### src/hdl/gtiaDisplay_cfg.svh
// Widths of the video path, sized for a screen of at most 320 x 192 pixels
// The display buffer must hold y * width + x within GTIA_ADDR_BITS
`ifndef GTIA_DISPLAY_CFG_SVH
`define GTIA_DISPLAY_CFG_SVH

// Screen coordinates
`define GTIA_X_BITS 9
`define GTIA_Y_BITS 8

// Display buffer address, one word per pixel
`define GTIA_ADDR_BITS 16

// Color widths
`define GTIA_RGB_BITS 24

// Buffer word carries RGB in the low three bytes and zero above
`define GTIA_BUF_BITS 32

`endif

### src/hdl/gtiaRegPkg.sv
// Register-side types of the GTIA color path
// Only the normal priority mode produces pixels
`default_nettype none
`include "gtiaDisplay_cfg.svh"

package gtiaRegPkg;

  // ANTIC pixel codes, 9 to 15 carry nothing
  typedef enum logic [3:0] {
    noTransmission = 4'd0,
    vSync          = 4'd1,
    hBlankC40      = 4'd2,
    hBlankS40      = 4'd3,
    bgColor        = 4'd4,
    playfield0     = 4'd5,
    playfield1     = 4'd6,
    playfield2     = 4'd7,
    playfield3     = 4'd8
  } anCode;

  // PRIOR bits 7:6
  typedef enum logic [1:0] {
    modeNormal = 2'd0,
    modeGtia1  = 2'd1,
    modeGtia2  = 2'd2,
    modeGtia3  = 2'd3
  } priorMode;

  // Color register layout
  typedef struct packed {
    logic [3:0] hue;
    logic [2:0] lum;
    logic       spare;
  } colorByte;

  // Brightest RGB for each hue, scaled down by luminance
  localparam logic [`GTIA_RGB_BITS-1:0] hueBase [16] = '{
    24'hFFFFFF, 24'hE0C040, 24'hF0A040, 24'hF08060,
    24'hF070A0, 24'hD060D0, 24'hA070F0, 24'h7080F0,
    24'h50A0F0, 24'h40C0F0, 24'h40E0D0, 24'h40E0A0,
    24'h60F060, 24'hA0F040, 24'hD0D040, 24'hF0B050
  };

endpackage

`default_nettype wire

### src/hdl/gtiaScanPkg.sv
// Scan-side types of the screen walker
// Repeats of four and eight lines are walked as one
`default_nettype none

package gtiaScanPkg;

  // Order in which pixels land on screen, code 3 acts as lineOrder
  typedef enum logic [1:0] {
    lineOrder = 2'd0,
    block8    = 2'd1,
    block16   = 2'd2
  } scanOrder;

  // Scan lines per mode line
  typedef enum logic [1:0] {
    one   = 2'd0,
    two   = 2'd1,
    four  = 2'd2,
    eight = 2'd3
  } lineRepeat;

endpackage

`default_nettype wire

### src/hdl/gtiaIf.sv
// Buses inside the video path
// Both carry no clock, every endpoint samples on Fphi0
`timescale 1ns/1ns
`default_nettype none
`include "gtiaDisplay_cfg.svh"

// One pixel per pixValid strobe
interface pixIf;
  logic                 pixValid;
  gtiaRegPkg::colorByte color;

  modport producer (output pixValid, output color);
  modport consumer (input pixValid, input color);
  // Walker needs only the step strobe
  modport stepper (input pixValid);
endinterface

// Current screen position and its end flags
interface posIf;
  logic [`GTIA_X_BITS-1:0] x;
  logic [`GTIA_Y_BITS-1:0] y;
  // Levels for the current position
  logic                    lineEnd;
  logic                    frameEnd;

  modport source (
    output x,
    output y,
    output lineEnd,
    output frameEnd
  );
  modport sink (
    input x,
    input y,
    input lineEnd,
    input frameEnd
  );
endinterface

`default_nettype wire

### src/hdl/anDecoder.sv
// Samples AN every Fphi0 edge and selects the color register in normal mode
// GTIA modes 1 to 3 yield no pixels
`timescale 1ns/1ns
`default_nettype none

module anDecoder (
  input  wire logic                 Fphi0,
  input  wire logic                 rst,
  input  wire gtiaRegPkg::anCode    AN,
  input  wire logic [7:0]           prior,
  input  wire gtiaRegPkg::colorByte colbk,
  input  wire gtiaRegPkg::colorByte colpf0,
  input  wire gtiaRegPkg::colorByte colpf1,
  input  wire gtiaRegPkg::colorByte colpf2,
  input  wire gtiaRegPkg::colorByte colpf3,
  pixIf.producer                    pix
);

  gtiaRegPkg::priorMode mode;
  gtiaRegPkg::colorByte selColor;
  logic                 selValid;

  assign mode = gtiaRegPkg::priorMode'(prior[7:6]);

  always_comb begin
    selValid = 1'b0;
    selColor = colbk;
    if (mode == gtiaRegPkg::modeNormal) begin
      case (AN)
        gtiaRegPkg::bgColor: begin
          selValid = 1'b1;
          selColor = colbk;
        end
        gtiaRegPkg::playfield0: begin
          selValid = 1'b1;
          selColor = colpf0;
        end
        gtiaRegPkg::playfield1: begin
          selValid = 1'b1;
          selColor = colpf1;
        end
        gtiaRegPkg::playfield2: begin
          selValid = 1'b1;
          selColor = colpf2;
        end
        gtiaRegPkg::playfield3: begin
          selValid = 1'b1;
          selColor = colpf3;
        end
        // Sync, blank and unused codes draw nothing
        default: selValid = 1'b0;
      endcase
    end
  end

  always_ff @(posedge Fphi0 or posedge rst) begin
    if (rst) begin
      pix.pixValid <= 1'b0;
    end else begin
      pix.pixValid <= selValid;
    end
  end

  // Color holds its last value between pixels
  always_ff @(posedge Fphi0) begin
    if (selValid) begin
      pix.color <= selColor;
    end
  end

endmodule

`default_nettype wire

### src/hdl/colorTable.sv
// Color byte to 24-bit RGB, purely combinational
// Each channel is base * (lum + 1) / 8, truncated
`timescale 1ns/1ns
`default_nettype none
`include "gtiaDisplay_cfg.svh"

module colorTable (
  input  wire gtiaRegPkg::colorByte     color,
  output logic [`GTIA_RGB_BITS-1:0]     rgb
);

  localparam int Channels = `GTIA_RGB_BITS / 8;

  logic [`GTIA_RGB_BITS-1:0] base;
  logic [3:0]                lumScale;
  logic [10:0]               scaled;

  assign base     = gtiaRegPkg::hueBase[color.hue];
  assign lumScale = {1'b0, color.lum} + 4'd1;

  always_comb begin
    rgb    = '0;
    scaled = '0;
    for (int ch = 0; ch < Channels; ch++) begin
      scaled = base[ch*8 +: 8] * lumScale;
      // Divide by 8, lum 7 returns the base
      rgb[ch*8 +: 8] = scaled[10:3];
    end
  end

endmodule

`default_nettype wire

### src/hdl/scanWalker.sv
// Screen position walker for line, 8x8 block and 16x16 block scan orders
// Block orders expect width and height in whole blocks
`timescale 1ns/1ns
`default_nettype none
`include "gtiaDisplay_cfg.svh"

module scanWalker (
  input  wire logic                     Fphi0,
  input  wire logic                     rst,
  input  wire logic                     DLISTend,
  input  wire gtiaScanPkg::scanOrder    charMode,
  input  wire gtiaScanPkg::lineRepeat   numLines,
  input  wire logic [`GTIA_X_BITS-1:0]  width,
  input  wire logic [`GTIA_Y_BITS-1:0]  height,
  pixIf.stepper                         pix,
  posIf.source                          pos
);

  logic [`GTIA_X_BITS-1:0] xMax;
  logic [`GTIA_Y_BITS-1:0] yMax;
  logic                    xLast;
  logic                    groupEnd;
  logic                    atFrameEnd;
  logic [`GTIA_X_BITS-1:0] xNext;
  logic [`GTIA_Y_BITS-1:0] yNext;

  assign xMax       = width - 1'b1;
  assign yMax       = height - 1'b1;
  assign xLast      = (pos.x == xMax);
  assign atFrameEnd = xLast && (pos.y == yMax);

  assign pos.lineEnd  = groupEnd;
  assign pos.frameEnd = atFrameEnd;

  // Next position, default is one step right
  always_comb begin
    xNext    = pos.x + 1'b1;
    yNext    = pos.y;
    groupEnd = xLast;
    case (charMode)
      gtiaScanPkg::block8: begin
        groupEnd = xLast && (pos.y[2:0] == 3'd7);
        if (groupEnd) begin
          xNext = '0;
          yNext = pos.y + 1'b1;
        end else if (pos.x[2:0] == 3'd7) begin
          if (pos.y[2:0] == 3'd7) begin
            // Block done, top row of the block to the right
            yNext = pos.y - 3'd7;
          end else begin
            xNext = pos.x - 3'd7;
            yNext = pos.y + 1'b1;
          end
        end
      end
      gtiaScanPkg::block16: begin
        groupEnd = xLast && (pos.y[3:0] == 4'hF);
        if (groupEnd) begin
          xNext = '0;
          yNext = pos.y + 1'b1;
        end else if (!pos.y[0]) begin
          // Top pixel of a 2x2 column goes down
          xNext = pos.x;
          yNext = pos.y + 1'b1;
        end else if (pos.x[3:0] != 4'hF) begin
          // Up and right, within or into the next mini-block
          yNext = pos.y - 1'b1;
        end else if (pos.y[3:0] == 4'hF) begin
          yNext = pos.y - 4'd15;
        end else begin
          // Next band of mini-blocks in the same block
          xNext = pos.x - 4'd15;
          yNext = pos.y + 1'b1;
        end
      end
      default: begin
        if (numLines == gtiaScanPkg::two) begin
          groupEnd = xLast && pos.y[0];
          if (!pos.y[0]) begin
            xNext = pos.x;
            yNext = pos.y + 1'b1;
          end else if (xLast) begin
            xNext = '0;
            yNext = pos.y + 1'b1;
          end else begin
            yNext = pos.y - 1'b1;
          end
        end else if (xLast) begin
          xNext = '0;
          yNext = pos.y + 1'b1;
        end
      end
    endcase
  end

  // DLISTend wins over a step
  always_ff @(posedge Fphi0 or posedge rst) begin
    if (rst) begin
      pos.x <= '0;
      pos.y <= '0;
    end else if (DLISTend) begin
      pos.x <= '0;
      pos.y <= '0;
    end else if (pix.pixValid) begin
      if (atFrameEnd) begin
        pos.x <= '0;
        pos.y <= '0;
      end else begin
        pos.x <= xNext;
        pos.y <= yNext;
      end
    end
  end

endmodule

`default_nettype wire

### src/hdl/bufferWriter.sv
// Registers one display buffer write per pixel strobe
// The buffer must take a write every cycle, there is no stall
`timescale 1ns/1ns
`default_nettype none
`include "gtiaDisplay_cfg.svh"

module bufferWriter (
  input  wire logic                     Fphi0,
  input  wire logic                     rst,
  input  wire logic [`GTIA_X_BITS-1:0]  width,
  pixIf.consumer                        pix,
  posIf.sink                            pos,
  output logic [`GTIA_BUF_BITS-1:0]     dBufData,
  output logic [`GTIA_ADDR_BITS-1:0]    dBufAddr,
  output logic                          dBufWriteEn,
  output logic                          hblank,
  output logic                          vblank,
  output logic [`GTIA_X_BITS-1:0]       x,
  output logic [`GTIA_Y_BITS-1:0]       y
);

  logic [`GTIA_RGB_BITS-1:0]              rgb;
  logic [`GTIA_X_BITS+`GTIA_Y_BITS-1:0]   linAddr;

  colorTable colorConv (
    .color (pix.color),
    .rgb   (rgb)
  );

  // Row-major buffer address
  assign linAddr = pos.y * width + pos.x;

  always_ff @(posedge Fphi0 or posedge rst) begin
    if (rst) begin
      dBufWriteEn <= 1'b0;
      hblank      <= 1'b0;
      vblank      <= 1'b0;
      x           <= '0;
      y           <= '0;
    end else begin
      dBufWriteEn <= pix.pixValid;
      hblank      <= pix.pixValid && pos.lineEnd;
      vblank      <= pix.pixValid && pos.frameEnd;
      if (pix.pixValid) begin
        x <= pos.x;
        y <= pos.y;
      end
    end
  end

  always_ff @(posedge Fphi0) begin
    if (pix.pixValid) begin
      dBufData <= {{(`GTIA_BUF_BITS-`GTIA_RGB_BITS){1'b0}}, rgb};
      dBufAddr <= linAddr[`GTIA_ADDR_BITS-1:0];
    end
  end

endmodule

`default_nettype wire

### src/hdl/gtiaVideo.sv
// GTIA pixel output path, AN code in and display buffer writes out
// Writes trail the AN sample by two Fphi0 edges
`timescale 1ns/1ns
`default_nettype none
`include "gtiaDisplay_cfg.svh"

module gtiaVideo (
  input  wire logic                     Fphi0,
  input  wire logic                     rst,
  input  wire gtiaRegPkg::anCode        AN,
  input  wire logic [7:0]               PRIOR,
  input  wire gtiaRegPkg::colorByte     COLBK,
  input  wire gtiaRegPkg::colorByte     COLPF0,
  input  wire gtiaRegPkg::colorByte     COLPF1,
  input  wire gtiaRegPkg::colorByte     COLPF2,
  input  wire gtiaRegPkg::colorByte     COLPF3,
  input  wire gtiaScanPkg::scanOrder    charMode,
  input  wire gtiaScanPkg::lineRepeat   numLines,
  input  wire logic [`GTIA_X_BITS-1:0]  width,
  input  wire logic [`GTIA_Y_BITS-1:0]  height,
  input  wire logic                     DLISTend,
  output logic [`GTIA_BUF_BITS-1:0]     dBufData,
  output logic [`GTIA_ADDR_BITS-1:0]    dBufAddr,
  output logic                          dBufWriteEn,
  output logic                          hblank,
  output logic                          vblank,
  output logic [`GTIA_X_BITS-1:0]       x,
  output logic [`GTIA_Y_BITS-1:0]       y
);

  pixIf pixBus ();
  posIf posBus ();

  anDecoder anDec (
    .Fphi0  (Fphi0),
    .rst    (rst),
    .AN     (AN),
    .prior  (PRIOR),
    .colbk  (COLBK),
    .colpf0 (COLPF0),
    .colpf1 (COLPF1),
    .colpf2 (COLPF2),
    .colpf3 (COLPF3),
    .pix    (pixBus.producer)
  );

  scanWalker walker (
    .Fphi0    (Fphi0),
    .rst      (rst),
    .DLISTend (DLISTend),
    .charMode (charMode),
    .numLines (numLines),
    .width    (width),
    .height   (height),
    .pix      (pixBus.stepper),
    .pos      (posBus.source)
  );

  bufferWriter writer (
    .Fphi0       (Fphi0),
    .rst         (rst),
    .width       (width),
    .pix         (pixBus.consumer),
    .pos         (posBus.sink),
    .dBufData    (dBufData),
    .dBufAddr    (dBufAddr),
    .dBufWriteEn (dBufWriteEn),
    .hblank      (hblank),
    .vblank      (vblank),
    .x           (x),
    .y           (y)
  );

endmodule

`default_nettype wire

### config.mk
export PLATFORM = sky130hd
export DESIGN_NAME = gtiaVideo
export DESIGN_NICKNAME = d
export VERILOG_FILES = /design/src/hdl/gtiaRegPkg.sv /design/src/hdl/gtiaScanPkg.sv /design/src/hdl/gtiaIf.sv /design/src/hdl/anDecoder.sv /design/src/hdl/colorTable.sv /design/src/hdl/scanWalker.sv /design/src/hdl/bufferWriter.sv /design/src/hdl/gtiaVideo.sv
export VERILOG_INCLUDE_DIRS = /design/src /design/src/hdl
export SDC_FILE = /design/constraint.sdc
export NUM_CORES = 1
export LEC_CHECK = 0
export BUFFER_PORTS_ARGS = -buffer_cell sky130_fd_sc_hd__buf_2
export CELL_PAD_IN_SITES_DETAIL_PLACEMENT = 0
export CELL_PAD_IN_SITES_GLOBAL_PLACEMENT = 1
export CORE_AREA = 2 2 185 187
export DETAILED_ROUTE_END_ITERATION = 10
export DIE_AREA = 0 0 187 189
export PLACE_DENSITY = 0.57
export RECOVER_POWER = 25
export SYNTH_ARGS = -nofsm -noshare
export SYNTH_HDL_FRONTEND = slang
export SYNTH_SLANG_ARGS = --single-unit
### constraint.sdc
create_clock -name Fphi0 -period 6.3 [get_ports Fphi0]
set_clock_uncertainty 0.15 [all_clocks]
set_input_delay 0.63 -clock Fphi0 [delete_from_list [all_inputs] [get_ports Fphi0]]
set_output_delay 0.63 -clock Fphi0 [all_outputs]
set_load 0.01 [all_outputs]
==> impl_results.md <==
* Status: finished with violations
* Failing checks: capacitance limit, slew limit
* R2r worst-path depth at 17
* CP required at 6270 ps
* Antenna-violating nets left at 0
* Antenna violations before repair at 0
* Maximum clock path buffer count at 2
* Share of layout cells above drive strength 1 at 15.90%
* All-layer global routing usage at 16.20%
* Worst slew pin tran at 1629 ps
* Antenna Cells at 0
* Most common cell after layout, fill and taps aside: inv_1
* Number of global-route vias before repair at 8,304
* Final critical-path share of the clock period at 81.81%
* Iteration count of the initial detailed-routing pass at 5
* P_leak at 5.219 nW
* First-pass GRT wire length at 45,010 microns
* Ys Warns at 0
* Final Max Slew Viols at 39
* DRT Wirelength at 27,750 microns
* DRT iter0 DRCs at 478
* Max_slew headroom at -8.714%
* Port bufs at 124
* Cell Pwr Density at 159.2 nW/um^2
* # clock sinks at 83
* Final Hold Vio Count at 0
* I/O pins at 144
* Final nets at 1,448
* Synthesis-to-finish area growth at 13.74%
* Largest net degree at the start of global routing at 47
* Post-synth EDFFs at 45
* H-tree Lvls at 3
* DRC violation count after routing at 0
* Cells after Synth at 1,122
* Max Clk Rate at 0.1940 GHz
* Crit-path max FO at 13
* Synthesized area at 9899 sq um
* Clock root cell: clkbuf_16
* CTS tree: yes
* WHS Path Cells at 1
* Final setup fails at 0
* Grt total ovfl at 0
* CTS Buf Count at 9
* FILL cells at 3,528
* Setup TNS at 0 ps
* Util after Layout at 33.83%
* Via density at 4.920
* Max-Cap Viols at 1
* Commonest cells after routing, fill and taps aside: 144 x inv_1, 118 x buf_2, 106 x nand2_1
* Mapped Avg Cell Area at 8.823 sq um
* Post_cts resized at 0
* RSZ-0062 raised after global routing: no
* Vias after detailed routing at 8,206
* Die Span X at 187 microns
* Post-synth cell types at 80
* Num rows at 67
* Routability cong. at 0.8684
* WS Path Type: reg -> reg
* Die height at 189 microns
* WP data arrival at 5130 ps
* Async set-reset flop share out of synthesis at 45.78%
* # hold bufs at CTS at 0
* Crit. End Element: register
* Period minus WS final at 5154 ps
* CTS clk-pin slew, worst paths at 70 ps
* Synthesized flop and latch total at 83
* Sequential area share after synthesis at 23.26%
* Worst-Skew Late Latency at 380 ps
* Synth Flop Type: edfxtp_1
* Startpoint types: register
* Initial Util at 29.75%
* Peak supply drop at 0.0001259 V
* Core area at 33,280 sq um
* Post-CTS Setup Bufs at 0
* DR WL/cell at 16.63 microns
* HP Class: reg -> reg
* Die area at 35,340 sq um
* DP Wirelength at 21,480 microns
-- worst max-delay path, cell delays in order, from the launching register on --
cell and delay, ps:
edfxtp_1 430, buf_4 210, and3_1 300, nand3_1 310, inv_1 240, fa_1 750
inv_1 110, fa_1 540, inv_1 70, fa_1 560, a21o_1 220, a21oi_1 280
nor2_1 70, o21ai_0 150, nand2b_1 100, a21oi_1 180, o21bai_1 90, xnor2_1 130
-- synth_stat cells, types with 5 or more instances --
library cell  instances  share of area (%)
a311oi_1              5               0.44
and3_1               17                1.1
nor4_1                7               0.44
a21o_1                8               0.61
nand3_1              28                1.4
a21oi_1              44                2.2
clkbuf_1             52                2.0
a211oi_1             12               0.91
o21ai_0              25                1.3
and2_1               42                2.7
nor2_1               85                3.2
o21a_1                6               0.45
nand2b_1             11               0.70
o31ai_1               6               0.45
xnor2_1              54                4.8
xor2_1               17                1.5
fa_1                 77                 16
buf_4                10               0.76
o41ai_1               5               0.44
buf_2                 5               0.25
a31oi_1              12               0.76
mux2_2               20                2.3
dfrtp_1              38                9.6
a222oi_1              7               0.71
o21bai_1             10               0.76
nor3_1               17               0.86
edfxtp_1             45                 14
nand2_1             106                4.0
inv_1               144                5.5
nand4_1               6               0.38
o22ai_1               7               0.44
o211ai_1              6               0.45
nor2b_1              18                1.1
ha_1                 80                 10
-- cell families (layout without fill, tap and decap cells) --
kind of cell               after synthesis  in the layout  share of synthesized area (%)
and+or+nand+nor                        362            362                          18.02
buffers and inverters                  214            305                          8.557
AOI/OAI and AO/OA                      210            210                          15.36
adders and majority gates              157            157                          25.68
DFF                                     83             83                          23.26
xor gates and xnor gates                72             72                          6.509
muxes                                   23             23                          2.578
other                                    1              8                        0.03788
-- power by group --
part / leakage, nW / internal (W) / switching (W)
combinational: 4.14 / 0.000236 / 0.000325
sequential: 0.923 / 0.000619 / 0.0000227
clock: 0.156 / 0.000323 / 0.000266
total: 5.22 / 0.00118 / 0.000614
-- metal layers --
metal	vias up	track usage, %	part of all wire (%)	wire length, microns
met5	-	0	0	0
met4	0	5.403	2.3	628
met3	40	3.281	5.0	1390
li1	3999	-	-	-
met1	3947	20.86	45	12350
met2	220	27.18	48	13370
-- stage by stage --
stage	std cells	hold WS [ps]	worst slack (ps)	area, sq um	total power [W]
3_3_place_gp	1652	337.5	1079	10960	0.001220
6_report	1668	355.3	1146	11260	0.001792
5_1_grt	1668	370.3	715.6	11260	0.001929
3_5_place_dp	1652	345.2	1043	10960	0.001219
4_1_cts	1668	332.7	1029	11270	0.001832
2_1_floorplan	1129	401.2	1430	9926	0.001062
-- final timing paths --
kind | from | endpoint | slack (ps)
setup / recovery | anDec.pix.color[1]$_DFFE_PP_ | writer.dBufData[23]$_DFFE_PP_ | 1150
hold / removal | writer.y[3]$_DFFE_PP0P_ | writer.y[3]$_DFFE_PP0P_ | 360
setup reg to reg | anDec.pix.color[1]$_DFFE_PP_ | writer.dBufData[23]$_DFFE_PP_ | 1150
hold reg to reg | writer.y[3]$_DFFE_PP0P_ | writer.y[3]$_DFFE_PP0P_ | 360
max in group asynchronous | rst | writer.y[1]$_DFFE_PP0P_ | 4450
min in group asynchronous | rst | writer.y[6]$_DFFE_PP0P_ | 590
-- area by class of cell --
type | instances | area (sq um) | area share [%]
clock buffers | 10 | 239.0 | 2.122
clock inverters | 6 | 68.82 | 0.6112
inverters | 145 | 544.3 | 4.834
multi-input cells | 832 | 6782 | 60.23
flip-flops and latches | 83 | 2302 | 20.45
well taps | 448 | 560.5 | 4.978
repair buffers | 144 | 763.2 | 6.779
-- flip-flops by register name, summed over array words and instances (netlist names) --
| name | count |
|---|---|
| writer.dBufData | 22 |
| walker.pos.x | 9 |
| anDec.pix.pixValid | 1 |
| writer.x | 9 |
| walker.pos.y | 8 |
| writer.dBufAddr | 16 |
| anDec.pix.color | 7 |
| writer.hblank | 1 |
| writer.vblank | 1 |
| writer.dBufWriteEn | 1 |
| writer.y | 8 |
No activity file was read; power rests on OpenSTA's default activity.
